### src/ex_consts.svh
`ifndef EX_CONSTS_SVH
`define EX_CONSTS_SVH

// Data path and PC width
`define XLEN 32

// Register file address width
`define REG_AW 5

// Internal data memory geometry
`define DMEM_WORDS 256
`define DMEM_AW 8

`endif

### src/ex_pkg.sv
`include "ex_consts.svh"

package ex_pkg;

    typedef enum logic [3:0] {
        ALU_ADD,
        ALU_SUB,
        ALU_AND,
        ALU_OR,
        ALU_XOR,
        ALU_SLL,
        ALU_SRL,
        ALU_SRA,
        ALU_SLT,
        ALU_SLTU,
        ALU_PASS2              // Operand two straight through
    } alu_op_e;

    typedef enum logic [2:0] {
        MEM_B,
        MEM_H,
        MEM_W,
        MEM_BU,
        MEM_HU
    } mem_type_e;

    typedef enum logic [2:0] {
        WB_ALU,
        WB_LOAD,
        WB_MUL_LO,
        WB_MUL_HI,
        WB_CNT_LO,
        WB_CNT_HI
    } wb_sel_e;

    typedef struct packed {
        logic [`XLEN-1:0] hi;
        logic [`XLEN-1:0] lo;
    } result64_s;

    // Product and counter are both read as one word or as two halves
    typedef union packed {
        logic [2*`XLEN-1:0] full;
        result64_s          half;
    } result64_u;

endpackage

### src/mul_pipe.sv
`timescale 1ns/10ps
`include "ex_consts.svh"

module mul_pipe (
    input  logic              clk,
    input  logic [`XLEN-1:0]  x,
    input  logic [`XLEN-1:0]  y,
    input  logic              is_signed,
    output ex_pkg::result64_u product
);
    logic [2*`XLEN-1:0] x_ext;
    logic [2*`XLEN-1:0] y_hi_ext;
    logic [2*`XLEN-1:0] pp_lo;
    logic [2*`XLEN-1:0] pp_hi;
    logic [2*`XLEN-1:0] pp_lo_q;
    logic [2*`XLEN-1:0] pp_hi_q;

    // Sign only matters for x and the top half of y
    assign x_ext    = {{`XLEN{is_signed & x[`XLEN-1]}}, x};
    assign y_hi_ext = {{(`XLEN+16){is_signed & y[`XLEN-1]}}, y[`XLEN-1:16]};

    // Both products wrap modulo 2^64
    assign pp_lo = x_ext * {{(`XLEN+16){1'b0}}, y[15:0]};
    assign pp_hi = (x_ext * y_hi_ext) << 16;

    always_ff @(posedge clk) begin
        pp_lo_q <= pp_lo;
        pp_hi_q <= pp_hi;
    end

    assign product.full = pp_lo_q + pp_hi_q;      // Final sum in MEM

endmodule

### config.mk
export PLATFORM = sky130hd
export DESIGN_NAME = mul_pipe
export DESIGN_NICKNAME = d
export VERILOG_FILES = /design/src/ex_pkg.sv /design/src/mul_pipe.sv
export VERILOG_INCLUDE_DIRS = /design/src /design/src/src
export SDC_FILE = /design/constraint.sdc
export NUM_CORES = 2
export LEC_CHECK = 0
export ABC_AREA = 1
export BUFFER_PORTS_ARGS = -buffer_cell sky130_fd_sc_hd__buf_2
export CAP_MARGIN = 20
export CORE_ASPECT_RATIO = 1.5
export CORE_MARGIN = 2
export CORE_UTILIZATION = 37
export CTS_CLUSTER_DIAMETER = 40
export CTS_CLUSTER_SIZE = 8
export DETAILED_ROUTE_END_ITERATION = 6
export GPL_TIMING_DRIVEN = 0
export HOLD_SLACK_MARGIN = 0.02
export PLACE_DENSITY_LB_ADDON = 0.08
export SYNTH_ARGS = -nofsm -noshare
export SYNTH_HDL_FRONTEND = slang
export SYNTH_SLANG_ARGS = --single-unit
### constraint.sdc
create_clock -name clk -period 7.15 [get_ports clk]
set_input_delay 0.715 -clock clk [delete_from_list [all_inputs] [get_ports clk]]
set_output_delay 0.715 -clock clk [all_outputs]
set_load 0.05 [all_outputs]
* Word-level counts from Yosys, hierarchy flattened
Cells that the tools add are included.
** Operators by class
- $add $sub $neg :: 1
- Multipliers :: 2
- Bitwise gates (word level) :: 2
** Operators with widths (number)
- adder 64 bit :: 1
- multiplier 33 x 17 -> 50 bit :: 1
- multiplier 33 x 17 -> 48 bit :: 1
- AND 1 bit :: 2
** Storage, ports and cells
- Bits of input ports :: 66
- Register bits :: 98
- Logic and storage cells :: 7
- Output and inout port bits :: 64

* Logic depth before layout (Yosys ltp)
- Word-level depth :: 2
- Depth in mapped cells :: 30
- Depth with buffers taken out :: 28

* Worst setup path before layout
OpenSTA, ideal clock, no wires.
- Path type :: input port to flip-flop
- From :: input port x[31]
- To :: register pp_hi_q[61]
- Setup time :: 114 ps
- Path slack :: 1144 ps
- Data arrival time :: 5892 ps
- Data required time :: 7036 ps
- Stages :: 26
- Buffers on the path :: 2
- Cells stage by stage :: buf_2 > nand2_1 > inv_1 > buf_2 > nand2_1 > inv_1 > fa_1 > fa_1 > inv_1 > fa_1 > inv_1 > fa_1 > inv_1 > fa_1 > inv_1 > fa_1 > ha_1 > nand2_1 > inv_1 > nand2_1 > nor3_1 > nand2_1 > nor2_1 > nand2_1 > nand4_1 > nand2_1
** On the way
- Word-level cells in the longest chain between the ends :: 2
** RTL lines
- from (decl) :: line mul_pipe.sv:6 : input logic [`XLEN-1:0] x,
- AND 1 bit :: line mul_pipe.sv:19 : assign x_ext = {{`XLEN{is_signed & x[`XLEN-1]}}, x};
- multiplier 33 x 17 -> 48 bit * :: line mul_pipe.sv:24 : assign pp_hi = (x_ext * y_hi_ext) << 16;
- named net pp_hi[61] :: line mul_pipe.sv:14 : logic [2*`XLEN-1:0] pp_hi;
- to (signal assigned) :: line mul_pipe.sv:28 : pp_hi_q <= pp_hi;
- to (decl) :: line mul_pipe.sv:16 : logic [2*`XLEN-1:0] pp_hi_q;
Mark *: on every way through the listed nets, which the timed path passes. The rest lies on a longest branch.

* Worst setup path in the final report
- From :: input port x[24]
- To :: register pp_lo_q[49] (netlist name)
** On the way
- Word-level cells in the longest chain between the ends :: 1
** RTL lines
- multiplier 33 x 17 -> 50 bit :: line mul_pipe.sv:23 : assign pp_lo = x_ext * {{(`XLEN+16){1'b0}}, y[15:0]};
- named net pp_lo[49] :: line mul_pipe.sv:13 : logic [2*`XLEN-1:0] pp_lo;
The timed path passes the listed nets, and every way through them passes these cells.

==> flow_metrics.tcl <==
set metrics [dict create \
    crit_path_end_kind "register" \
    dp_hpwl_um 174000 \
    crit_type "in2reg" \
    synth_area_sq_um 47290 \
    synth_cell_types 39 \
    yosys-top-cells-count "inv_1 (2,101), nand2_1 (2,036), fa_1 (1,026), ha_1 (280), nor2_1 (273)" \
    synth_edf_count 0 \
    area_growth_pct 6.474 \
    routed_wl_um 196400 \
    min_period_ns 7.170 \
    setup_tns_ns -0.02034 \
    grt_max_degree 21 \
    drcViolationCount 0 \
    drtPass1Iterations 5 \
    cts_sinks 98 \
    rsz0062_at_grt "yes" \
    routed_via_density 4.828 \
    start_util_pct 37.32 \
    stdcell_count 8489 \
    ys_ff_latch 98 \
    gp_congestion 0.9518 \
    clock_path_buffers 2 \
    grt_usage_pct 30.46 \
    yosysSeqAreaShare_pct 4.149 \
    worstMarginPinSlew_ns 1.204 \
    min_period_over_period_pct 100.3 \
    synth_top_area_share_pct 43.43 \
    regArea_sq_um 1962 \
    grt-ovfl-total 0 \
    tritoncts "done" \
    drv_slew 0 \
    die_area_sq_um 130700 \
    rows 160 \
    wl_met3_um 10310 \
    fin_nets 8124 \
    status "complete, but fails checks" \
    drtIter0Drc 2390 \
    path_clk_slew_ns 0.08 \
    top_layer_used "met5" \
    cp_common_cell "nand2_1" \
    ios 130 \
    die_y_um 441.9 \
    cts_inserted_buffers 9 \
    synthTopCellsByArea "fa_1 (43%), inv_1 (17%), nand2_1 (16%)" \
    cp_data_required_time_ns 7.24 \
    antenna_found_initial 17 \
    grt_pass1_wl_um 282400 \
    crit_path_max_incr_delay_ns 0.68 \
    slowest_stage "a21oi_1" \
    synth_largest_area_cell "fa_1" \
    post_cts_buffers 0 \
    core_sq_um 126700 \
    violations "setup timing" \
    postRouteAntennaNets 0 \
    drt-met1-wl_um 70310 \
    setup_viol 1 \
    syn_inst 6675 \
    drive_above_1_share_pct 4.736 \
    synth.most_common_cell "inv_1" \
    synth-main-ff-cell "dfxtp_1" \
    hold_buffers 0 \
    io_buffer_count 65 \
    synth-async-reset-ratio_pct 0 \
    htree_levels 3 \
    fill_cells 13980 \
    multi_input_area_sq_um 36380 \
    num_vias 40990 \
    met2_length_um 100300 \
    critPathMaxFanout 10 \
    maxCapViolCount 0 \
    cp_cell_sequence "clkbuf_1, clkbuf_2, nand2_1, fa_1, fa_1, inv_1, fa_1, fa_1, fa_1, fa_1, ha_1, a21oi_1, nand2_1, nand2_1, nand2_1, nand2_1, nand2_1, nand3b_1, nand2_1, nand2_1" \
    crit_path_start_kind "input port" \
    die_w_um 295.9 \
    dp_slack_ns -0.9238 \
    clockRootBuffer "clkbuf_16" \
    synthesis.nets 8047 \
    min_path_type "in2reg" \
    dp.cells 8442 \
    crit_arrival_ns 7.26 \
    slew_headroom_pct 19.73 \
    wl_per_cell_um 23.14 \
    fmax_mhz 139.5 \
    grt_pass1_vias 43700 \
    ys_warn_count 0 \
    hold_viol 0 \
    layout_setup_ws_ns -0.02034 \
    avgSynthCellArea_sq_um 7.085 \
]
layout by cell type, fill, tap and decap left out, types with 24 or more instances in the layout:
cell type,instances
clkbuf_2,99
fa_1,1025
o21ai_0,43
diode_2,31
nand3_1,137
nand4_1,48
nor2_2,31
buf_2,70
a21oi_1,123
dfxtp_1,98
nor2_1,271
nand2_1,2035
inv_1,2097
ha_1,273
xnor2_1,24
clkbuf_1,155
xor2_1,63
worst paths after layout:
kind / from / to / slack [ns] / cells after the start
max: x[24] / pp_lo_q[49] / -0.02 / 20
min: x[0] / pp_lo_q[0] / 0.76 / 3
cell type report:
class | count | area share, %
clock buffers | 9 | 0.4473
repair buffers | 66 | 0.6759
diodes | 31 | 0.1541
inverters | 2108 | 15.73
clock inverters | 7 | 0.1615
flip-flops and latches | 98 | 3.896
plain buffers | 277 | 2.463
multi-input cells | 4192 | 72.25
well taps | 1701 | 4.227
state kept, by name, summed over array words and instances, names as in the netlist:
signal and cells:
pp_lo_q 50, pp_hi_q 48
metrics by stage:
step           hold WS, ns  utilization [%]  cell area, sq um
5_1_grt             0.7729            39.72             50330
3_5_place_dp         1.153            39.27             49760
2_1_floorplan       0.9746                -             47290
3_3_place_gp         1.142            39.25             49740
6_report            0.7593            39.73             50350
4_1_cts             0.7388            39.56             50130
what timing repair did:
action / in CTS / in global routing
hold endpoints to repair: 0 / 0
setup endpoints to repair: 33 / 29
pin swaps: 0 / 0
gates resized for setup: 42 / 179
kinds of logic (layout without fill, tap and decap cells):
logic type                 after synthesis  count (layout)  share of synthesized area [%]
buffers and inverters                 2385            2467                          19.07
and+or+nand+nor                       2596            2596                          21.93
xor gates and xnor gates                88              88                          1.646
AOI/OAI and AO/OA                      202             202                          2.363
adders and majority gates             1306            1306                          50.84
other                                    0              31                              0
DFF                                     98              98                          4.149
worst max-delay path: cells and delay by family:
kind | cells | cell delay, ns
buf+inv | 3 | 1.10
fa+ha+maj | 7 | 3.47
compound gates | 1 | 0.68
simple gates | 9 | 1.26
metal layers:
metal	vias to the layer above	global-route usage, %
li1	18680	-
met2	1356	55.24
met1	20500	33.67
met4	4	19.18
met3	448	3.114
met5	-	0
Power is left out: the tool's default activity adds up to more than one toggle a clock period on the data nets, which glitch-free logic cannot reach.
