--- src/ex_consts.svh ---
`ifndef EX_CONSTS_SVH
`define EX_CONSTS_SVH

// Data path and PC width
`define XLEN 32

// Register file address width
`define REG_AW 5

// Internal data memory geometry
`define DMEM_WORDS 256
`define DMEM_AW 8

`endif

--- src/ex_pkg.sv ---
`include "ex_consts.svh"

package ex_pkg;

    typedef enum logic [3:0] {
        ALU_ADD,
        ALU_SUB,
        ALU_AND,
        ALU_OR,
        ALU_XOR,
        ALU_SLL,
        ALU_SRL,
        ALU_SRA,
        ALU_SLT,
        ALU_SLTU,
        ALU_PASS2              // Operand two straight through
    } alu_op_e;

    typedef enum logic [2:0] {
        MEM_B,
        MEM_H,
        MEM_W,
        MEM_BU,
        MEM_HU
    } mem_type_e;

    typedef enum logic [2:0] {
        WB_ALU,
        WB_LOAD,
        WB_MUL_LO,
        WB_MUL_HI,
        WB_CNT_LO,
        WB_CNT_HI
    } wb_sel_e;

    typedef struct packed {
        logic [`XLEN-1:0] hi;
        logic [`XLEN-1:0] lo;
    } result64_s;

    // Product and counter are both read as one word or as two halves
    typedef union packed {
        logic [2*`XLEN-1:0] full;
        result64_s          half;
    } result64_u;

endpackage

--- src/operand_forward.sv ---
`timescale 1ns/10ps
`include "ex_consts.svh"

module operand_forward (
    input  logic [`REG_AW-1:0] ex_rs1_a,
    input  logic [`REG_AW-1:0] ex_rs2_a,
    input  logic [`REG_AW-1:0] ex_rs1_b,
    input  logic [`REG_AW-1:0] ex_rs2_b,
    input  logic [`XLEN-1:0]   ex_rdata1_a,
    input  logic [`XLEN-1:0]   ex_rdata2_a,
    input  logic [`XLEN-1:0]   ex_rdata1_b,
    input  logic [`XLEN-1:0]   ex_rdata2_b,
    input  logic               mem_we_a,
    input  logic               mem_we_b,
    input  logic [`REG_AW-1:0] mem_waddr_a,
    input  logic [`REG_AW-1:0] mem_waddr_b,
    input  logic [`XLEN-1:0]   mem_alu_a,
    input  logic [`XLEN-1:0]   mem_alu_b,
    input  ex_pkg::wb_sel_e    mem_sel_b,
    input  logic               wb_we_a,
    input  logic               wb_we_b,
    input  logic [`REG_AW-1:0] wb_waddr_a,
    input  logic [`REG_AW-1:0] wb_waddr_b,
    input  logic [`XLEN-1:0]   wb_wdata_a,
    input  logic [`XLEN-1:0]   wb_wdata_b,
    output logic [`XLEN-1:0]   fwd1_a,
    output logic [`XLEN-1:0]   fwd2_a,
    output logic [`XLEN-1:0]   fwd1_b,
    output logic [`XLEN-1:0]   fwd2_b
);
    import ex_pkg::*;

    logic mem_b_ok;
    logic mem_a_ok;
    logic wb_b_ok;
    logic wb_a_ok;

    // Lane B in MEM only has a usable value for ALU results
    assign mem_b_ok = mem_we_b && (mem_sel_b == WB_ALU) && (mem_waddr_b != '0);
    assign mem_a_ok = mem_we_a && (mem_waddr_a != '0);
    assign wb_b_ok  = wb_we_b && (wb_waddr_b != '0);
    assign wb_a_ok  = wb_we_a && (wb_waddr_a != '0);

    // Youngest result wins, lane B before lane A
    function automatic logic [`XLEN-1:0] pick(input logic [`REG_AW-1:0] rs,
                                              input logic [`XLEN-1:0]   raw);
        if (mem_b_ok && rs == mem_waddr_b) return mem_alu_b;
        if (mem_a_ok && rs == mem_waddr_a) return mem_alu_a;
        if (wb_b_ok && rs == wb_waddr_b) return wb_wdata_b;
        if (wb_a_ok && rs == wb_waddr_a) return wb_wdata_a;
        return raw;
    endfunction

    always_comb begin
        fwd1_a = pick(ex_rs1_a, ex_rdata1_a);
        fwd2_a = pick(ex_rs2_a, ex_rdata2_a);
        fwd1_b = pick(ex_rs1_b, ex_rdata1_b);
        fwd2_b = pick(ex_rs2_b, ex_rdata2_b);
    end

endmodule

--- config.mk ---
export PLATFORM = sky130hd
export DESIGN_NAME = operand_forward
export DESIGN_NICKNAME = d
export VERILOG_FILES = /design/src/ex_pkg.sv /design/src/operand_forward.sv
export VERILOG_INCLUDE_DIRS = /design/src /design/src/src
export SDC_FILE = /design/constraint.sdc
export NUM_CORES = 1
export LEC_CHECK = 0
export ABC_CLOCK_PERIOD_IN_PS = 3600
export BUFFER_PORTS_ARGS = -buffer_cell sky130_fd_sc_hd__buf_2
export CAP_MARGIN = 10
export CORE_AREA = 2 2 167 169
export DETAILED_ROUTE_END_ITERATION = 7
export DIE_AREA = 0 0 169 171
export SYNTH_ARGS = -nofsm -noshare
export SYNTH_HDL_FRONTEND = slang
export SYNTH_SLANG_ARGS = --single-unit
--- constraint.sdc ---
create_clock -name vclk -period 3.6
set_input_delay 0.18 -clock vclk [all_inputs]
set_output_delay 0.18 -clock vclk [all_outputs]
set_load 0.01 [all_outputs]
; ---- Word level (Yosys, flattened, before mapping)
; Index checks and enable logic that the tools add are counted.
[word_totals]
inputBits = 303
ff_bits = 0
[classes]
n_reduce_logical = 26
n_mux = 72
n_eq_ne = 16
[ops]
columns = op, n
row1 = $mux W32, 32
row2 = $eq A5 B5 Y1, 16
row3 = $mux W1, 40
row4 = $logic_and A1 B1 Y1, 21
row5 = $reduce_bool A5 Y1, 4
row6 = $logic_not A3 Y1, 1

; ---- Logic depth before layout (Yosys ltp)
; Gate-level depths: netlist of run 1.
[logic_depth]
ltp_word = 15
ltp_mapped = 9
mapped_depth_nobuf = 5

; ---- Least setup slack after synthesis of run 1
; OpenSTA, ideal clock, no wires.
[synth_path]
path_type = in2out
start = input port wb_waddr_a[4]
end = output port fwd1_a[21]
path_stages = 9
arrival_ns = 1.874
setup_slack_ns = 1.546
cell_sequence = buf_2 or4_1 o21a_1 buf_6 buf_6 buf_6 a31oi_1 o311ai_1 a31oi_1
[synth_via]
elab_chain_len = 11
word_cells_on_any_way = 13
[synth_rtl]
columns = item, line
row1 = start: declaration, operand_forward.sv:22  ; input logic [`REG_AW-1:0] wb_waddr_a,
row2 = $reduce_bool A5 Y1, operand_forward.sv:42  ; assign wb_a_ok = wb_we_a && (wb_waddr_a != '0);
row3 = $logic_and A1 B1 Y1, operand_forward.sv:42
row4 = $logic_and A1 B1 Y1 *, operand_forward.sv:50  ; if (wb_a_ok && rs == wb_waddr_a) return wb_wdata_a;
row5 = $mux W1 (2 in a row), operand_forward.sv:50
row6 = $mux W1, operand_forward.sv:49  ; if (wb_b_ok && rs == wb_waddr_b) return wb_wdata_b;
row7 = $mux W1, operand_forward.sv:48  ; if (mem_a_ok && rs == mem_waddr_a) return mem_alu_a;
row8 = $mux W32 *, operand_forward.sv:51  ; return raw;
row9 = $mux W32 *, operand_forward.sv:50
row10 = $mux W32 *, operand_forward.sv:49
row11 = $mux W32 *, operand_forward.sv:48
row12 = end: declaration, operand_forward.sv:26  ; output logic [`XLEN-1:0] fwd1_a,
; Mark *: on every way between the ends. The rest lies on a longest branch, timed or not. The select of a mux whose other input is x is not followed.

; ---- Final worst setup path of run 1
[layout_path]
start = input port mem_waddr_a[1]
end = output port fwd1_a[6]
[layout_via]
elab_chain_len = 10
word_cells_on_any_way = 13
[layout_rtl]
columns = item, line
row1 = start: declaration, operand_forward.sv:15  ; input logic [`REG_AW-1:0] mem_waddr_a,
row2 = $reduce_bool A5 Y1, operand_forward.sv:40  ; assign mem_a_ok = mem_we_a && (mem_waddr_a != '0);
row3 = $logic_and A1 B1 Y1, operand_forward.sv:40
row4 = $logic_and A1 B1 Y1 *, operand_forward.sv:48
row5 = $mux W32, operand_forward.sv:48
row6 = $mux W32, operand_forward.sv:49
row7 = $mux W32, operand_forward.sv:50
row8 = $mux W32, operand_forward.sv:51
row9 = $mux W32, operand_forward.sv:50
row10 = $mux W32 *, operand_forward.sv:49
row11 = $mux W32 *, operand_forward.sv:48
; Marks and branches as above.

==> results by group, run 1 <==
Run status
  • Status: complete, no violations

Detailed routing
  • Antenna Nets Post-Route: 0
  • Detail Route met2 WL: approximately 21 mm
  • 1st-iter DRT viols: 1676
  • Met3 routed WL: 5.95 mm
  • M1 WL: between 15 and 20 mm
  • DRC: 0
  • Vias/cell: roughly 6.8
  • Detailed-route via count: ~12000
  • Total Routed Length: approximately 47 mm
  • Highest Signal Layer: met5
  • Drt pass-1 iters: 6
  • Mean routed wirelength per cell: roughly 26 um

Final layout
  • Filler cells: 3025
  • Fin nets: roughly 1800
  • Fin area: 9660 um^2
  • Footprint of the multi-input gates: about 6600 um^2
  • Sequential cells: 0
  • Area Overhead vs Synth: 30.7%
  • Non-filler instance count after layout: around 1800
  • Clkbuf count: 0
  • Layout cells sized above 1: between 30% and 40%
  • Register area: 0 um^2

Placement
  • PortBufs: roughly 430
  • GP Congestion: 0.894
  • Post-placement cell count: roughly 1800
  • DP Wirelength: 33.3 mm
  • Placed Area: 9660 um^2
  • Post-Place Setup Slack: between 0.8 and 0.9 ns

Die
  • Row count: slightly above 60
  • Core area: roughly 27000 um^2
  • Starting density of the core: a little over a quarter
  • Die height: about 170 um
  • Ports: 431
  • Chip width: ~170 um
  • Die area: 28900 um^2

Run
  • Max cap viols: 0

GRT
  • Overflow after GRT: 0
  • Initial antenna violation count: 4
  • All-Layer GR Usage: about 30%
  • Vias in the first global route: roughly 12000
  • First-pass GRT wire length: 68.4 mm
  • Largest net degree at the start of global routing: 86

Power
  • Design Power: ~0.0012 W
  • Max rail drop VDD: 0.0000729 V
  • LEAKAGE: ~4.1 nW
  • Pwr dens: between 100 and 150 nW/um^2

STA
  • Crit path time final: 2.84 ns
  • Period utilisation layout: between 70 and 80%
  • RSZ-0062 raised after global routing: no
  • Max Fclk: approximately 350 MHz
  • Relative slew margins: 31.2%
  • Final count of hold timing violations: 0
  • Worst-margin pin slew: 1.03 ns
  • Setup ws final: 0.758 ns
  • Setup tns final: 0 ns
  • Max Slew Vio Count: 0
  • # setup viols final: 0

Min path
  • Worst min-delay path startpoint: mem_alu_b[12]
  • Hold crit path type: in2out
  • Worst Hold Depth: 4
  • Worst Hold Path EP: fwd2_a[12]

Critical path
  • Crit-path cells: buf_2 > or4_4 > o21ai_4 > or4_2 > buf_4 > o311ai_1 > a31oi_1 > buf_2
  • CP most frequent cell: buf_2
  • Worst path slowest cell: or4_4
  • Critical setup path kind: in2out
  • CP delay by family, top: simple AND/OR/NAND/NOR gates
  • CP Buf/Inv Count: 3
  • CP startpoint kind: primary input
  • Worst path arrival time: between 2 and 3 ns
  • Req. time, crit path: 3.42 ns
  • Crit end category: primary output
  • Worst path max stage delay: between 0.5 and 0.6 ns
  • Peak fanout along the critical path: 17

Synth
  • Synth cell types: 34
  • Avg Inst Size Synth: 6.40 um^2
  • Synth Area in Compound Gates: 42.3%
  • Syn Nets: between 1000 and 1500
  • Multiplexer area fraction after synthesis: 0%
  • Simple-Gate Fraction of Synth Area: 35.6%
  • Synthesized instance count: between 1000 and 1500
  • Ys Warns: 0
  • Mapped cell area: between 7000 and 8000 um^2
  • Synth Area in Adders: 0%
  • Xor and xnor area share after synthesis: a little under a tenth
  • Sequential share of the synthesized area: 0%
  • Largest family of logic cells by synthesized area: compound AO/OA/AOI/OAI gates

CTS
  • Post-CTS sizing: 0
  • CTS Hold Bufs: 0
  • Post-CTS setup buffer count: 0
## stage by stage
| stage | utilization [%] | hold slack [ns] |
|---|---|---|
| finish | 35.4 | 0.721 |
| detailed placement | 35.3 | 0.722 |
| CTS | 35.3 | 0.723 |
| floorplan | - | 0.505 |
| global placement | 35.3 | 0.720 |
| global route | 35.4 | 0.746 |
## worst max-delay path by stage
stage                             to            from  cells after the start  slack, ns
final                      fwd1_a[6]  mem_waddr_a[1]                      8       0.76
after CTS                  fwd1_a[6]  mem_waddr_a[1]                      8       0.85
after global placement     fwd1_a[4]   wb_waddr_a[0]                      8       0.88
after global routing      fwd2_b[11]    mem_sel_b[1]                      8       0.71
after detailed placement   fwd1_a[6]  mem_waddr_a[1]                      8       0.86
after floorplan           fwd1_a[21]   wb_waddr_a[4]                      9       1.55
## layout make-up
cell class                 count  share of cell area (%)
timing repair buffer         472                    25.8
antenna                        2                  0.0518
inverter                      33                    1.28
tap                          346                    4.48
multi-input combinational    948                    68.4
## cell families after synthesis
family / Yosys count
buffers and inverters: 207
and+or+nand+nor: 482
AOI/OAI and AO/OA: 386
xor gates and xnor gates: 80
## cells in the final DEF (no fill, tap or decap), types with 2 or more instances in the layout
cell type / n
nand3_1: 103
and4_2: 3
inv_1: 33
a31oi_1: 64
nand4_1: 4
buf_4: 39
nor3_1: 8
nor2_4: 5
nand2_1: 136
and4_1: 32
nand3_2: 6
and3_2: 4
xor2_1: 56
buf_12: 2
nor2_1: 36
o311ai_1: 32
a221oi_1: 73
buf_2: 431
xnor2_1: 24
o211ai_1: 189
a221oi_2: 23
or4_2: 4
nor3_4: 4
nand4b_1: 31
nor4_2: 5
and3_1: 96
diode_2: 2
## Yosys cell counts (all sizes together)
cell type | n | area (um^2)
o211ai | 189 | 1420
nand2 | 136 | 510
clkbuf | 122 | 458
nand3 | 109 | 551
and3 | 100 | 626
a221oi | 96 | 985
a31oi | 64 | 400
xor2 | 56 | 490
buf | 52 | 348
nor2 | 41 | 154
and4 | 35 | 307
inv | 33 | 124
o311ai | 32 | 280
nand4b | 31 | 272
xnor2 | 24 | 210
nor3 | 13 | 85.1
or4 | 6 | 48.8
nor4 | 5 | 37.5
nand4 | 4 | 25.0
a21oi | 2 | 13.8
a21boi | 1 | 7.51
nand2b | 1 | 6.26
o21a | 1 | 7.51
o21ai | 1 | 16.3
or4b | 1 | 10.0
## tightest hold or removal path: stages
cell and delay (ns):
buf_2 0.11, nand2_1 0.05, o211ai_1 0.07, buf_2 0.13
## power breakdown
part / leakage (nW) / switching [W] / internal (W)
combinational: 4.13 / 0.000753 / 0.000465
sequential: 0 / 0 / 0
clock: 0.0000127 / 0 / 0.0000000000743
## per-layer routing
metal	track usage, %	up-vias
li1	-	5162
met1	37.4	5608
met2	49.1	1143
met3	6.01	257
met4	15.8	4
met5	0	-
Note: power is estimated with default switching activity, not from simulation.
==> run 2: changes to the inputs <==
--- a/config.mk
+++ b/config.mk
@@ -6,7 +6,7 @@
 export SDC_FILE = /design/constraint.sdc
 export NUM_CORES = 1
 export LEC_CHECK = 0
-export ABC_CLOCK_PERIOD_IN_PS = 3600
+export ABC_CLOCK_PERIOD_IN_PS = 2970
 export BUFFER_PORTS_ARGS = -buffer_cell sky130_fd_sc_hd__buf_2
 export CAP_MARGIN = 10
 export CORE_AREA = 2 2 167 169
==> constraint.sdc (replaced) <==
create_clock -name vclk -period 2.97
set_input_delay 0.1485 -clock vclk [all_inputs]
set_output_delay 0.1485 -clock vclk [all_outputs]
set_load 0.01 [all_outputs]
==> results by group, run 2 (synthesis results as in run 1) <==
Die
  • Die height: 171 um
  • Die area: approximately 29000 um^2
  • Ports: roughly 430
  • Starting density of the core: 27.0%
  • Row count: 61
  • Chip width: 169 um
  • Core area: ~27000 um^2

Placement
  • PortBufs: 431
  • DP Wirelength: 34.9 mm
  • GP Congestion: 0.911

STA
  • Worst-margin pin slew: slightly below 1 ns
  • Setup tns final: 0 ns
  • Final Hold Slack: roughly 0.67 ns
  • Max Fclk: 354 MHz
  • Relative slew margins: approximately 35%
  • Crit path time final: 2.83 ns
  • Final count of hold timing violations: 0
  • RSZ-0062 raised after global routing: no
  • Period utilisation layout: a little over nine tenths
  • # setup viols final: 0
  • Max Slew Vio Count: 0

Run
  • Max cap viols: 0

Min path
  • Worst min-delay path startpoint: mem_alu_b[27]
  • Hold crit path type: in2out

Final layout
  • Area Overhead vs Synth: 34.2%
  • Sequential cells: 0
  • Register area: 0 um^2
  • Fin nets: about 1800
  • Most frequent cells in the layout: buf_2 (431), o211ai_1 (189), nand2_1 (136), nand3_1 (103), and3_1 (96)
  • Layout cells sized above 1: around 37%
  • Commonest non-fill, non-tap cell in the layout: buf_2
  • Filler cells: between 2000 and 3000
  • Clkbuf count: 0
  • Footprint of the multi-input gates: around 6600 um^2

Power
  • P_sw: ~0.00092 W
  • Pint: between 0.0005 and 0.0006 W
  • Logic pwr share: 100.0%
  • Clk pwr share: 0%
  • Pwr dens: 151 nW/um^2
  • Max rail drop VDD: roughly 0.0001 V
  • LEAKAGE: between 4 and 5 nW
  • Reg power frac: 0%
  • Switch share: between 60% and 70%

CTS
  • Post-CTS sizing: 0
  • Post-CTS setup buffer count: 0
  • CTS Hold Bufs: 0

GRT
  • Vias in the first global route: between 10000 and 15000
  • Overflow after GRT: 0
  • Largest net degree at the start of global routing: between 80 and 90
  • Initial antenna violation count: 8
  • All-Layer GR Usage: 30.7%
  • First-pass GRT wire length: around 69 mm

Detailed routing
  • Antenna Nets Post-Route: 0
  • 1st-iter DRT viols: between 1500 and 2000
  • Drt pass-1 iters: 8
  • Total Routed Length: between 40 and 50 mm
  • Mean routed wirelength per cell: 26.3 um
  • DRC: 0
  • Vias/cell: 6.72
  • Detailed-route via count: 12200

Critical path
  • Crit end category: primary output
  • Critical setup path kind: in2out
  • Req. time, crit path: about 2.8 ns
  • CP startpoint kind: primary input
  • Worst Setup SP: wb_waddr_b[0]
  • Worst setup path end: fwd1_a[31]
  • Worst path arrival time: 2.68 ns
  • Peak fanout along the critical path: 32

Run status
  • Status: complete, no violations
-- run 2: cell types whose count changed in the layout (fill, tap and decap cells not counted), sizes merged --
cell,before,now
buf,472,490
diode,2,4
-- run 2: routing by layer --
metal / share of wire [%] / routed length, um / global-route usage (%) / vias up
li1: - / - / - / 5201
met1: 37 / 17500 / 36.3 / 5622
met2: 46 / 21800 / 51.3 / 1137
met3: 12 / 5650 / 6.82 / 269
met4: 5.9 / 2830 / 17.6 / 6
met5: 0.063 / 30 / 0 / -
-- run 2: final cells by class --
| cell class | instances | share of cell area, % |
|---|---|---|
| repair buffers | 490 | 27.6 |
| diodes | 4 | 0.101 |
| inverters | 33 | 1.25 |
| multi-input cells | 948 | 66.7 |
| well taps | 346 | 4.37 |
-- run 2: power groups by stage --
stage | logic, W | clock network, W | registers, W
global placement | 0.00144 | 0 | 0
finish | 0.00149 | 0.000000000181 | 0
global route | 0.00157 | 0.0000000000450 | 0
CTS | 0.00145 | 0 | 0
detailed placement | 0.00144 | 0 | 0
floorplan | 0.000725 | 0 | 0
-- run 2: critical path, stage by stage --
cell and delay, ns:
buf_2 0.16, inv_1 0.10, a21boi_4 0.62, and3_2 0.95, o311ai_1 0.21, a31oi_1 0.29
buf_2 0.18
-- run 2: worst min path at each step --
stage	cells after the start	slack (ns)	end
after global placement	4	0.67	fwd1_b[29]
after detailed placement	4	0.66	fwd1_b[27]
after global routing	4	0.70	fwd1_b[27]
final	4	0.67	fwd1_b[27]
after CTS	4	0.66	fwd1_b[27]
after floorplan	2	0.44	fwd1_a[0]
-- run 2: metrics by stage --
stage                     power, W  std cells  area [um^2]  worst slack [ns]  utilization [%]
final                      0.00149       1821         9920             0.144             36.3
after global routing       0.00157       1818         9910            0.0571             36.3
after CTS                  0.00145       1817         9910             0.254             36.3
after detailed placement   0.00144       1817         9910             0.243             36.3
after global placement     0.00144       1817         9910             0.314             36.3
after floorplan           0.000725       1155         7390             0.979                -
