**config.mk**
```make
export PLATFORM = sky130hd
export DESIGN_NAME = alu
export DESIGN_NICKNAME = d
export VERILOG_FILES = /design/src/ex_pkg.sv /design/src/alu.sv
export VERILOG_INCLUDE_DIRS = /design/src /design/src/src
export SDC_FILE = /design/constraint.sdc
export NUM_CORES = 1
export LEC_CHECK = 0
export BUFFER_PORTS_ARGS = -buffer_cell sky130_fd_sc_hd__buf_2
export CAP_MARGIN = 20
export CORE_MARGIN = 1.5
export CORE_UTILIZATION = 40
export DETAILED_ROUTE_END_ITERATION = 6
export PLACE_DENSITY = 0.66
export SYNTH_ARGS = -nofsm -noshare
export SYNTH_HDL_FRONTEND = slang
export SYNTH_SLANG_ARGS = --single-unit
```
**constraint.sdc**
```tcl
create_clock -name vclk -period 8.3
set_input_delay 1.245 -clock vclk [all_inputs]
set_output_delay 1.245 -clock vclk [all_outputs]
set_load 0.02 [all_outputs]
```
**src/ex_consts.svh**
```systemverilog
`ifndef EX_CONSTS_SVH
`define EX_CONSTS_SVH

// Data path and PC width
`define XLEN 32

// Register file address width
`define REG_AW 5

// Internal data memory geometry
`define DMEM_WORDS 256
`define DMEM_AW 8

`endif

```
**src/ex_pkg.sv**
```systemverilog
`include "ex_consts.svh"

package ex_pkg;

    typedef enum logic [3:0] {
        ALU_ADD,
        ALU_SUB,
        ALU_AND,
        ALU_OR,
        ALU_XOR,
        ALU_SLL,
        ALU_SRL,
        ALU_SRA,
        ALU_SLT,
        ALU_SLTU,
        ALU_PASS2              // Operand two straight through
    } alu_op_e;

    typedef enum logic [2:0] {
        MEM_B,
        MEM_H,
        MEM_W,
        MEM_BU,
        MEM_HU
    } mem_type_e;

    typedef enum logic [2:0] {
        WB_ALU,
        WB_LOAD,
        WB_MUL_LO,
        WB_MUL_HI,
        WB_CNT_LO,
        WB_CNT_HI
    } wb_sel_e;

    typedef struct packed {
        logic [`XLEN-1:0] hi;
        logic [`XLEN-1:0] lo;
    } result64_s;

    // Product and counter are both read as one word or as two halves
    typedef union packed {
        logic [2*`XLEN-1:0] full;
        result64_s          half;
    } result64_u;

endpackage

```
**src/alu.sv**
```systemverilog
`timescale 1ns/10ps
`include "ex_consts.svh"

module alu (
    input  logic [`XLEN-1:0] pc,
    input  logic [`XLEN-1:0] rdata1,
    input  logic [`XLEN-1:0] rdata2,
    input  logic [`XLEN-1:0] imm,
    input  logic             src1_pc,
    input  logic             src2_imm,
    input  ex_pkg::alu_op_e  op,
    output logic [`XLEN-1:0] result
);
    import ex_pkg::*;

    logic [`XLEN-1:0] opa;
    logic [`XLEN-1:0] opb;
    logic [4:0]       shamt;

    assign opa   = src1_pc ? pc : rdata1;        // PC for auipc style ops
    assign opb   = src2_imm ? imm : rdata2;
    assign shamt = opb[4:0];

    always_comb begin
        case (op)
            ALU_ADD:   result = opa + opb;
            ALU_SUB:   result = opa - opb;
            ALU_AND:   result = opa & opb;
            ALU_OR:    result = opa | opb;
            ALU_XOR:   result = opa ^ opb;
            ALU_SLL:   result = opa << shamt;
            ALU_SRL:   result = opa >> shamt;
            ALU_SRA:   result = $signed(opa) >>> shamt;
            ALU_SLT: begin
                result = {{(`XLEN-1){1'b0}}, $signed(opa) < $signed(opb)};
            end
            ALU_SLTU: begin
                result = {{(`XLEN-1){1'b0}}, opa < opb};
            end
            ALU_PASS2: result = opb;                 // lui style immediate
            default:   result = '0;
        endcase
    end

endmodule

```
# ---- After elaboration in Yosys (flattened, before gate mapping)
# Cells that the tools add are included.
dict set report totals {
  reg_bits 0
  in_bits 134
  word_cells 24
}
dict set report classes {
  addsub 2
  magnitude_cmp 2
  n_eq_ne 10
  n_shift 3
  muxes 3
  bitwise_logic 3
  n_reduce_logical 1
}
# operator n
set ops {}
lappend ops {{$pmux 32 s11} 1}
lappend ops {{$lt 32x32->1} 2}
lappend ops {{$mux 32} 2}
lappend ops {{$add 32x32->32} 1}
lappend ops {{$and 32x32->32} 1}
lappend ops {{$or 32x32->32} 1}
lappend ops {{$shl 32x5->32} 1}
lappend ops {{$shr 32x5->32} 1}
lappend ops {{$sshr 32x5->32} 1}
lappend ops {{$sub 32x32->32} 1}
lappend ops {{$xor 32x32->32} 1}
lappend ops {{$eq 4x3->1 const B} 4}
lappend ops {{$eq 4x4->1 const B} 3}
lappend ops {{$eq 4x2->1 const B} 2}
lappend ops {{$eq 4x1->1 const B} 1}
lappend ops {{$logic_not 4->1} 1}

# ---- Logic depth before layout (Yosys ltp)
# Gate-level depths: netlist of run 1.
dict set report depth {
  ltp_word 3
  depth_mapped 18
  ltp_nobuf 14
}

# ---- Worst setup path after synthesis of run 1
# No wires, ideal clock.
dict set report synth_path {
  kind {input-to-output}
  start {input src2_imm}
  end {output result[31]}
  arrival_ns 4.972
  slack_ns 2.083
  stages 15
  n_path_buf 4
  cell_sequence {buf_6 clkbuf_1 clkbuf_1 mux2i_1 ha_1 clkbuf_1 o21ai_0 nor2_1 o41a_1 a211o_1 o2111ai_1 nand2_1 a2111oi_2 nor3_1 o2111ai_1}
}
dict set report synth_between {
  elab_chain_cells 3
  elab_cells_between_ends 10
  cone_classes {add/sub: 2; shift: 3; mux: 2; bitwise: 3}
}
# element line_no
set synth_lines {}
lappend synth_lines {{start: declaration} alu.sv:10} ;# input logic src2_imm,
lappend synth_lines {{$mux 32 *} alu.sv:21} ;# assign opb = src2_imm ? imm : rdata2;
lappend synth_lines {{$sub 32x32->32, or another cell as far along} alu.sv:27} ;# ALU_SUB: result = opa - opb;
lappend synth_lines {{$pmux 32 s11 *} alu.sv:25} ;# case (op)
lappend synth_lines {{end: declaration} alu.sv:12} ;# output logic [`XLEN-1:0] result
# Every way passes the cells marked *; elsewhere a longest branch is shown, timed or not.

# ---- Worst setup path in the final report of run 1
dict set report layout_path {
  start {input src1_pc}
  end {output result[25]}
}
dict set report layout_between {
  elab_chain_cells 3
  elab_cells_between_ends 10
  cone_classes {add/sub: 2; shift: 3; mux: 2; bitwise: 3}
}
# element line_no
set layout_lines {}
lappend layout_lines {{start: declaration} alu.sv:9} ;# input logic src1_pc,
lappend layout_lines {{$mux 32 *} alu.sv:20} ;# assign opa = src1_pc ? pc : rdata1;
lappend layout_lines {{$sub 32x32->32, or another cell as far along} alu.sv:27}
lappend layout_lines {{$pmux 32 s11 *} alu.sv:25}
# Marks and branches as above.

==> impl_metrics.env, run 1 <==
export IMPL_port_buffers=166
export IMPL_top_usage_layer="met2"
export IMPL_yosys_warnings=0
export IMPL_initial_core_util=0.411
export IMPL_grt_total_usage=0.376
export IMPL_grt_max_degree=63
export IMPL_flops_and_latches=0
export IMPL_hold_path_startpoint="rdata2[13]"
export IMPL_post_cts_resized=0
export IMPL_cts_hold_buffers=0
export IMPL_hold_violations=0
export IMPL_nFillCells=2497
export IMPL_grt_setup_unrepaired="false"
export IMPL_avgRoutedWirePerCell_um=26.1
export IMPL_grt_pass1_vias=11000
export IMPL_critical_path_slowest_cell="buf_2"
export IMPL_fin_crit_ns=7.19
export IMPL_dp_cells=1810
export IMPL_syn_to_final_growth_pct=10.4
export IMPL_final_common_cell="buf_2"
export IMPL_via_count=12000
export IMPL_rows=55
export IMPL_cap_viol_max_count=0
export IMPL_dpl_hpwl_um=36800
export IMPL_die_width_um=156
export IMPL_netlist_top_cell_by_area="mux2i_1"
export IMPL_drive_gt1_frac=0.181
export IMPL_cp_max_fo=25
export IMPL_syn_num_nets=1653
export IMPL_drt_iter0_markers=1498
export IMPL_grt_util_met2=0.590
export IMPL_instances_no_fill=1811
export IMPL_tns_ns=0
export IMPL_drv_slew=0
export IMPL_core_area_um2=22800
export IMPL_yosysSeqAreaShare=0
export IMPL_grt_pass1_wl_um=70100
export IMPL_hold_path_depth=6
export IMPL_die_y_um=156
export IMPL_layout_nets=1736
export IMPL_slowest_delay_ns=0.67
export IMPL_worstPathRequired_ns=7.05
export IMPL_critPathArrivalTime_ns=5.95
export IMPL_critPathCaptureType="output port"
export IMPL_max_freq_ghz=0.139
export IMPL_startpoint_type="input pin"
export IMPL_antenna_found_initial=1
export IMPL_synthTopCellsByArea="mux2i_1 14%, ha_1 13%, a21oi_1 6.6%"
export IMPL_dieArea_um2=24400
export IMPL_outcome="completed"
export IMPL_slew_headroom=0.307
export IMPL_worst_path_buf_inv=3
export IMPL_wirelength_um=47200
export IMPL_drc=0
export IMPL_synth_area_per_cell_um2=6.64
export IMPL_overflow=0
export IMPL_antenna_left=0
export IMPL_synth_cell_types=92
export IMPL_synthCells=1416
export IMPL_min_path_type="input pin to output port"
export IMPL_synth_top_area_frac=0.138
export IMPL_min_to="result[13]"
export IMPL_path_cells="buf_2 -> mux2i_1 -> inv_1 -> ha_1 -> a211oi_1 -> o21ai_0 -> o21ai_0 -> a21oi_1 -> o41ai_2 -> o21ba_2 -> nor2_1 -> nor3_1 -> o221ai_1 -> buf_2"
export IMPL_n_clock_buffer=0
export IMPL_fin_crit_sh=0.866
export IMPL_crit_type="input pin to output port"
export IMPL_final_core_utilization=0.454
export IMPL_setup_viol=0
export IMPL_cts_setup_buffers=0
export IMPL_grt_met3_usage=0.0449
export IMPL_regArea_um2=0
export IMPL_vias_per_cell=6.65
export IMPL_grtUsageMet1=0.510
export IMPL_crit_family="compound AO/OA/AOI/OAI gates"
export IMPL_mostFrequentLayoutCells="166 x buf_2, 165 x nor2_1, 126 x mux2i_1"
export IMPL_dr_pass1_iters=5
export IMPL_gp_congestion=1.03
export IMPL_worst_slew_pin_slew_ns=1.04
export IMPL_io_pins=166
export IMPL_syn_area_um2=9400
per-stage QoR:
step / setup slack (ns) / cell area (um2) / hold slack, ns
floorplan: 2.08 / 9400 / 2.90
detailed placement: 1.33 / 10400 / 3.05
global route: 0.904 / 10400 / 3.12
global placement: 1.32 / 10400 / 3.04
CTS: 1.32 / 10400 / 3.05
finish: 1.11 / 10400 / 3.04
cells in the mapped netlist, types with 15 or more instances:
library cell  number
nor2_1           165
mux2i_1          130
a21oi_1          124
nand2_1          113
ha_1             101
inv_1             88
o21ai_0           88
clkbuf_1          70
nor3_1            44
o22ai_1           36
a221oi_1          26
nand3_1           26
a211oi_1          23
a31oi_1           23
mux2_2            22
o211ai_1          21
buf_2             19
nand4_1           18
o21bai_1          15
worst min-delay path: stages:
cell	delay, ns
buf_2	0.07
mux2i_1	0.09
inv_1	0.09
a21oi_1	0.07
nand4_1	0.08
buf_2	0.15
final cells by class:
class,count,area (um2),share of cell area
antenna,1,2.50,0.000241
inverter,94,358,0.0345
multi-input combinational,1214,8620,0.831
tap,313,392,0.0377
timing repair buffer,189,1000,0.0967
worst max-delay path by stage:
stage	from	endpoint	slack, ns	depth (start not counted)
final	src1_pc	result[25]	1.11	14
after global routing	src1_pc	result[25]	0.90	14
after CTS	src1_pc	result[26]	1.32	16
after detailed placement	src1_pc	result[26]	1.33	16
after global placement	src1_pc	result[30]	1.32	15
after floorplan	src2_imm	result[31]	2.08	15
kinds of logic (layout without fill, tap and decap cells):
kind of cell / Yosys count / after routing / share of synthesized area
multiplexers: 166 / 166 / 0.186
adder cells (fa/ha/maj): 103 / 103 / 0.139
XOR/XNOR: 8 / 8 / 0.00745
other: 0 / 1 / 0
buffers and inverters: 202 / 283 / 0.0917
AO/OA/AOI/OAI: 514 / 514 / 0.374
AND/OR/NAND/NOR: 423 / 423 / 0.202
per-layer routing:
metal | wire length (um) | up-vias
li1 | - | 5482
met4 | 2690 | 0
met1 | 19600 | 5592
met2 | 20200 | 843
met5 | 0 | -
met3 | 4800 | 122
==> inputs of run 2 (changes only) <==
clock period = 8.8 ns   (was 8.3 ns; I/O delays follow)
==> impl_metrics.env, run 2 (synthesis results as in run 1) <==
export IMPL_flops_and_latches=0
export IMPL_gp_congestion=1.07
export IMPL_dieArea_um2=24400
export IMPL_grt_setup_unrepaired="false"
export IMPL_power_total_mw=0.945
export IMPL_slowest_delay_ns=0.69
export IMPL_core_area_um2=22800
export IMPL_drive_gt1_frac=0.180
export IMPL_worstPathRequired_ns=7.48
export IMPL_setup_viol=0
export IMPL_pwr_share_comb=1.000
export IMPL_outcome="completed"
export IMPL_min_to="result[13]"
export IMPL_grt_pass1_vias=11100
export IMPL_die_y_um=156
export IMPL_grt_total_usage=0.365
export IMPL_drt_iter0_markers=1554
export IMPL_hold_path_depth=6
export IMPL_via_count=12200
export IMPL_power_density_nw_per_um2=91.2
export IMPL_cts_setup_buffers=0
export IMPL_hold_path_startpoint="rdata2[13]"
export IMPL_fin_crit_sh=0.823
export IMPL_tns_ns=0
export IMPL_slew_headroom=0.369
export IMPL_antenna_left=0
export IMPL_leakagePower_nw=4.65
export IMPL_path_cells="buf_2 -> mux2i_1 -> inv_1 -> ha_1 -> inv_1 -> fa_1 -> nor2b_1 -> o31a_1 -> o31a_1 -> o31ai_1 -> o221ai_1 -> o41ai_1 -> o221a_2 -> o21ai_1 -> buf_2"
export IMPL_switching_share=0.663
export IMPL_p_switching_mw=0.627
export IMPL_crit_type="input pin to output port"
export IMPL_die_width_um=156
export IMPL_hold_violations=0
export IMPL_port_buffers=166
export IMPL_drv_slew=0
export IMPL_critPathCaptureType="output port"
export IMPL_ir_drop_uv=45.1
export IMPL_grt_pass1_wl_um=68400
export IMPL_mostFrequentLayoutCells="166 x buf_2, 165 x nor2_1, 126 x mux2i_1"
export IMPL_internal_power_mw=0.318
export IMPL_post_cts_resized=0
export IMPL_critical_path_slowest_cell="buf_2"
export IMPL_startpoint_type="input pin"
export IMPL_overflow=0
export IMPL_rows=55
export IMPL_antenna_found_initial=2
export IMPL_drc=0
export IMPL_cap_viol_max_count=0
export IMPL_cts_hold_buffers=0
export IMPL_max_freq_ghz=0.138
export IMPL_cp_max_fo=25
export IMPL_fin_crit_ns=7.24
export IMPL_layout_nets=1734
export IMPL_io_pins=166
export IMPL_final_common_cell="buf_2"
export IMPL_avgRoutedWirePerCell_um=25.4
export IMPL_dr_pass1_iters=5
export IMPL_worst_slew_pin_slew_ns=0.946
export IMPL_diodes=0
export IMPL_initial_core_util=0.411
export IMPL_pwr_share_seq=0
export IMPL_critPathArrivalTime_ns=5.92
export IMPL_vias_per_cell=6.74
export IMPL_wirelength_um=46000
export IMPL_min_path_type="input pin to output port"
export IMPL_syn_to_final_growth_pct=10.2
export IMPL_n_clock_buffer=0
export IMPL_regArea_um2=0
export IMPL_clockPowerShare=0
export IMPL_dpl_hpwl_um=35500
export IMPL_grt_max_degree=63
-- run 2: changes by cell type in the layout (fill, tap and decap cells not counted) --
| cell | change |
|---|---|
| diode_2 | -1 |
| buf_4 | -2 |
-- run 2: worst max-delay path: cells and delay by family --
family,cells,cell delay [ns]
buffers and inverters,4,1.11
AO/OA/AOI/OAI,7,2.38
AND/OR/NAND/NOR,1,0.07
multiplexers,1,0.48
adder cells (fa/ha/maj),2,0.50
-- run 2: how the worst max path moves through the flow --
stage,cells past startpoint,from,endpoint
after CTS,16,src1_pc,result[26]
after floorplan,15,src2_imm,result[31]
final,15,src1_pc,result[30]
after global routing,16,src1_pc,result[26]
after detailed placement,16,src1_pc,result[26]
after global placement,15,src1_pc,result[30]
-- run 2: per-stage QoR --
stage | area, um2 | cells | utilization | hold WS (ns) | worst slack [ns]
2_1_floorplan | 9400 | 1416 | - | 3.05 | 2.43
3_3_place_gp | 10400 | 1808 | 0.454 | 3.20 | 1.92
3_5_place_dp | 10400 | 1808 | 0.454 | 3.21 | 1.76
4_1_cts | 10400 | 1808 | 0.454 | 3.21 | 1.75
5_1_grt | 10400 | 1808 | 0.454 | 3.25 | 1.32
6_report | 10400 | 1808 | 0.454 | 3.20 | 1.56
-- run 2: final cells by class --
| type | instances | area, um2 |
|---|---|---|
| fill | 2454 | 12500 |
| multi-input combinational | 1214 | 8620 |
| timing repair buffer | 187 | 988 |
| tap | 313 | 392 |
| inverter | 94 | 358 |
-- run 2: power by group through the flow --
| stage | logic [mW] | clock network (mW) | registers [mW] |
|---|---|---|---|
| 2_1_floorplan | 0.637 | 0 | 0 |
| 3_3_place_gp | 0.914 | 0 | 0 |
| 3_5_place_dp | 0.912 | 0 | 0 |
| 4_1_cts | 0.916 | 0 | 0 |
| 5_1_grt | 1.01 | 0 | 0 |
| 6_report | 0.945 | 0 | 0 |
-- run 2: per-layer routing --
layer | wire, um | GRT usage
met1 | 18700 | 0.485
met4 | 3290 | 0.214
met5 | 20 | 0
met3 | 4910 | 0.0479
met2 | 19000 | 0.563
Power figures use the tool's default switching activity.
==> inputs of run 3 (changes only) <==
PLACE_DENSITY = 0.69   (was 0.66)
clock period = 6.2 ns   (was 8.8 ns; I/O delays follow)
==> impl_metrics.env, run 3 (synthesis results as in run 1) <==
export IMPL_ir_drop_uv=63.6
export IMPL_cts_setup_buffers=0
export IMPL_worst_path_buf_inv=3
export IMPL_critPathArrivalTime_ns=4.83
export IMPL_cp_max_fo=19
export IMPL_fin_crit_sh=0.928
export IMPL_dpl_hpwl_um=37000
export IMPL_cpMostUsedCell="buf_2"
export IMPL_cap_viol_max_count=0
export IMPL_critical_path_slowest_cell="mux2i_1"
export IMPL_drc=2
export IMPL_drive_gt1_frac=0.196
export IMPL_io_pins=166
export IMPL_worstPathRequired_ns=5.27
export IMPL_outcome="finished, violations left"
export IMPL_regArea_um2=0
export IMPL_overflow=0
export IMPL_tns_ns=0
export IMPL_drt_iter0_markers=1476
export IMPL_avgRoutedWirePerCell_um=26.2
export IMPL_slew_headroom=0.351
export IMPL_hold_violations=0
export IMPL_core_area_um2=22800
export IMPL_flops_and_latches=0
export IMPL_grt_pass1_vias=11400
export IMPL_dp_cells=1837
export IMPL_die_width_um=156
export IMPL_wirelength_um=48000
export IMPL_mostFrequentLayoutCells="166 x buf_2, 165 x nor2_1, 126 x mux2i_1"
export IMPL_gp_congestion=1.05
export IMPL_path_cells="buf_2 -> buf_12 -> mux2i_1 -> ha_1 -> and3_1 -> and2_1 -> a221oi_1 -> or2_2 -> o221ai_1 -> o41ai_1 -> o221a_2 -> o21ai_1 -> buf_2"
export IMPL_grt_max_degree=58
export IMPL_slowest_delay_ns=0.66
export IMPL_initial_core_util=0.411
export IMPL_grt_setup_unrepaired="false"
export IMPL_dieArea_um2=24400
export IMPL_port_buffers=166
export IMPL_power_density_nw_per_um2=129
export IMPL_n_clock_buffer=0
export IMPL_crit_type="input pin to output port"
export IMPL_setup_viol=0
export IMPL_max_freq_ghz=0.174
export IMPL_place_area_um2=10600
export IMPL_multiInputGateArea_um2=8630
export IMPL_fin_crit_ns=5.76
export IMPL_nFillCells=2465
export IMPL_worst_slew_pin_slew_ns=0.970
export IMPL_diodes=0
export IMPL_final_core_utilization=0.464
export IMPL_critPathCaptureType="output port"
export IMPL_cts_hold_buffers=0
export IMPL_crit_family="compound AO/OA/AOI/OAI gates"
export IMPL_final_common_cell="buf_2"
export IMPL_rows=55
export IMPL_antenna_left=0
export IMPL_leakagePower_nw=4.80
export IMPL_drv_slew=0
export IMPL_die_y_um=156
export IMPL_post_cts_resized=0
export IMPL_instances_no_fill=1837
export IMPL_min_path_type="input pin to output port"
export IMPL_violations="design-rule violations"
export IMPL_startpoint_type="input pin"
export IMPL_syn_to_final_growth_pct=12.8
export IMPL_finalInstanceArea_um2=10600
export IMPL_dr_pass1_iters=7
export IMPL_antenna_found_initial=0
export IMPL_grt_total_usage=0.379
export IMPL_grt_pass1_wl_um=70300
export IMPL_vias_per_cell=6.70
export IMPL_layout_nets=1763
export IMPL_via_count=12300
[run 3: path summary, 6_finish.rpt]
kind                  slack, ns          to       start  cells after the start
worst max-delay path       0.44  result[30]     src1_pc                     13
worst min-delay path       2.43  result[16]  rdata2[16]                      5
[run 3: layer usage]
metal | track usage | vias to the layer above | wire length [um]
met5 | 0 | - | 0
met4 | 0.210 | 0 | 3290
met3 | 0.0665 | 168 | 5250
met2 | 0.607 | 876 | 20500
met1 | 0.481 | 5729 | 19000
li1 | - | 5526 | -
[run 3: per-stage QoR]
step | power (mW) | worst slack (ns) | hold WS (ns)
detailed placement | 1.32 | 0.599 | 2.43
global route | 1.46 | 0.283 | 2.45
CTS | 1.33 | 0.584 | 2.43
global placement | 1.32 | 0.661 | 2.42
finish | 1.37 | 0.445 | 2.43
floorplan | 0.904 | 0.613 | 2.27
[run 3: area by class of cell]
cell class                      count  share of cell area
Multi-Input combinational cell   1214               0.813
Timing Repair Buffer              216               0.116
Tap cell                          313              0.0369
Inverter                           94              0.0337
[run 3: power breakdown]
group / internal [mW] / switching (mW) / total (mW) / leakage, nW
combinational: 0.470 / 0.900 / 1.37 / 4.80
sequential: 0 / 0 / 0 / 0
clock: 0 / 0 / 0 / 0
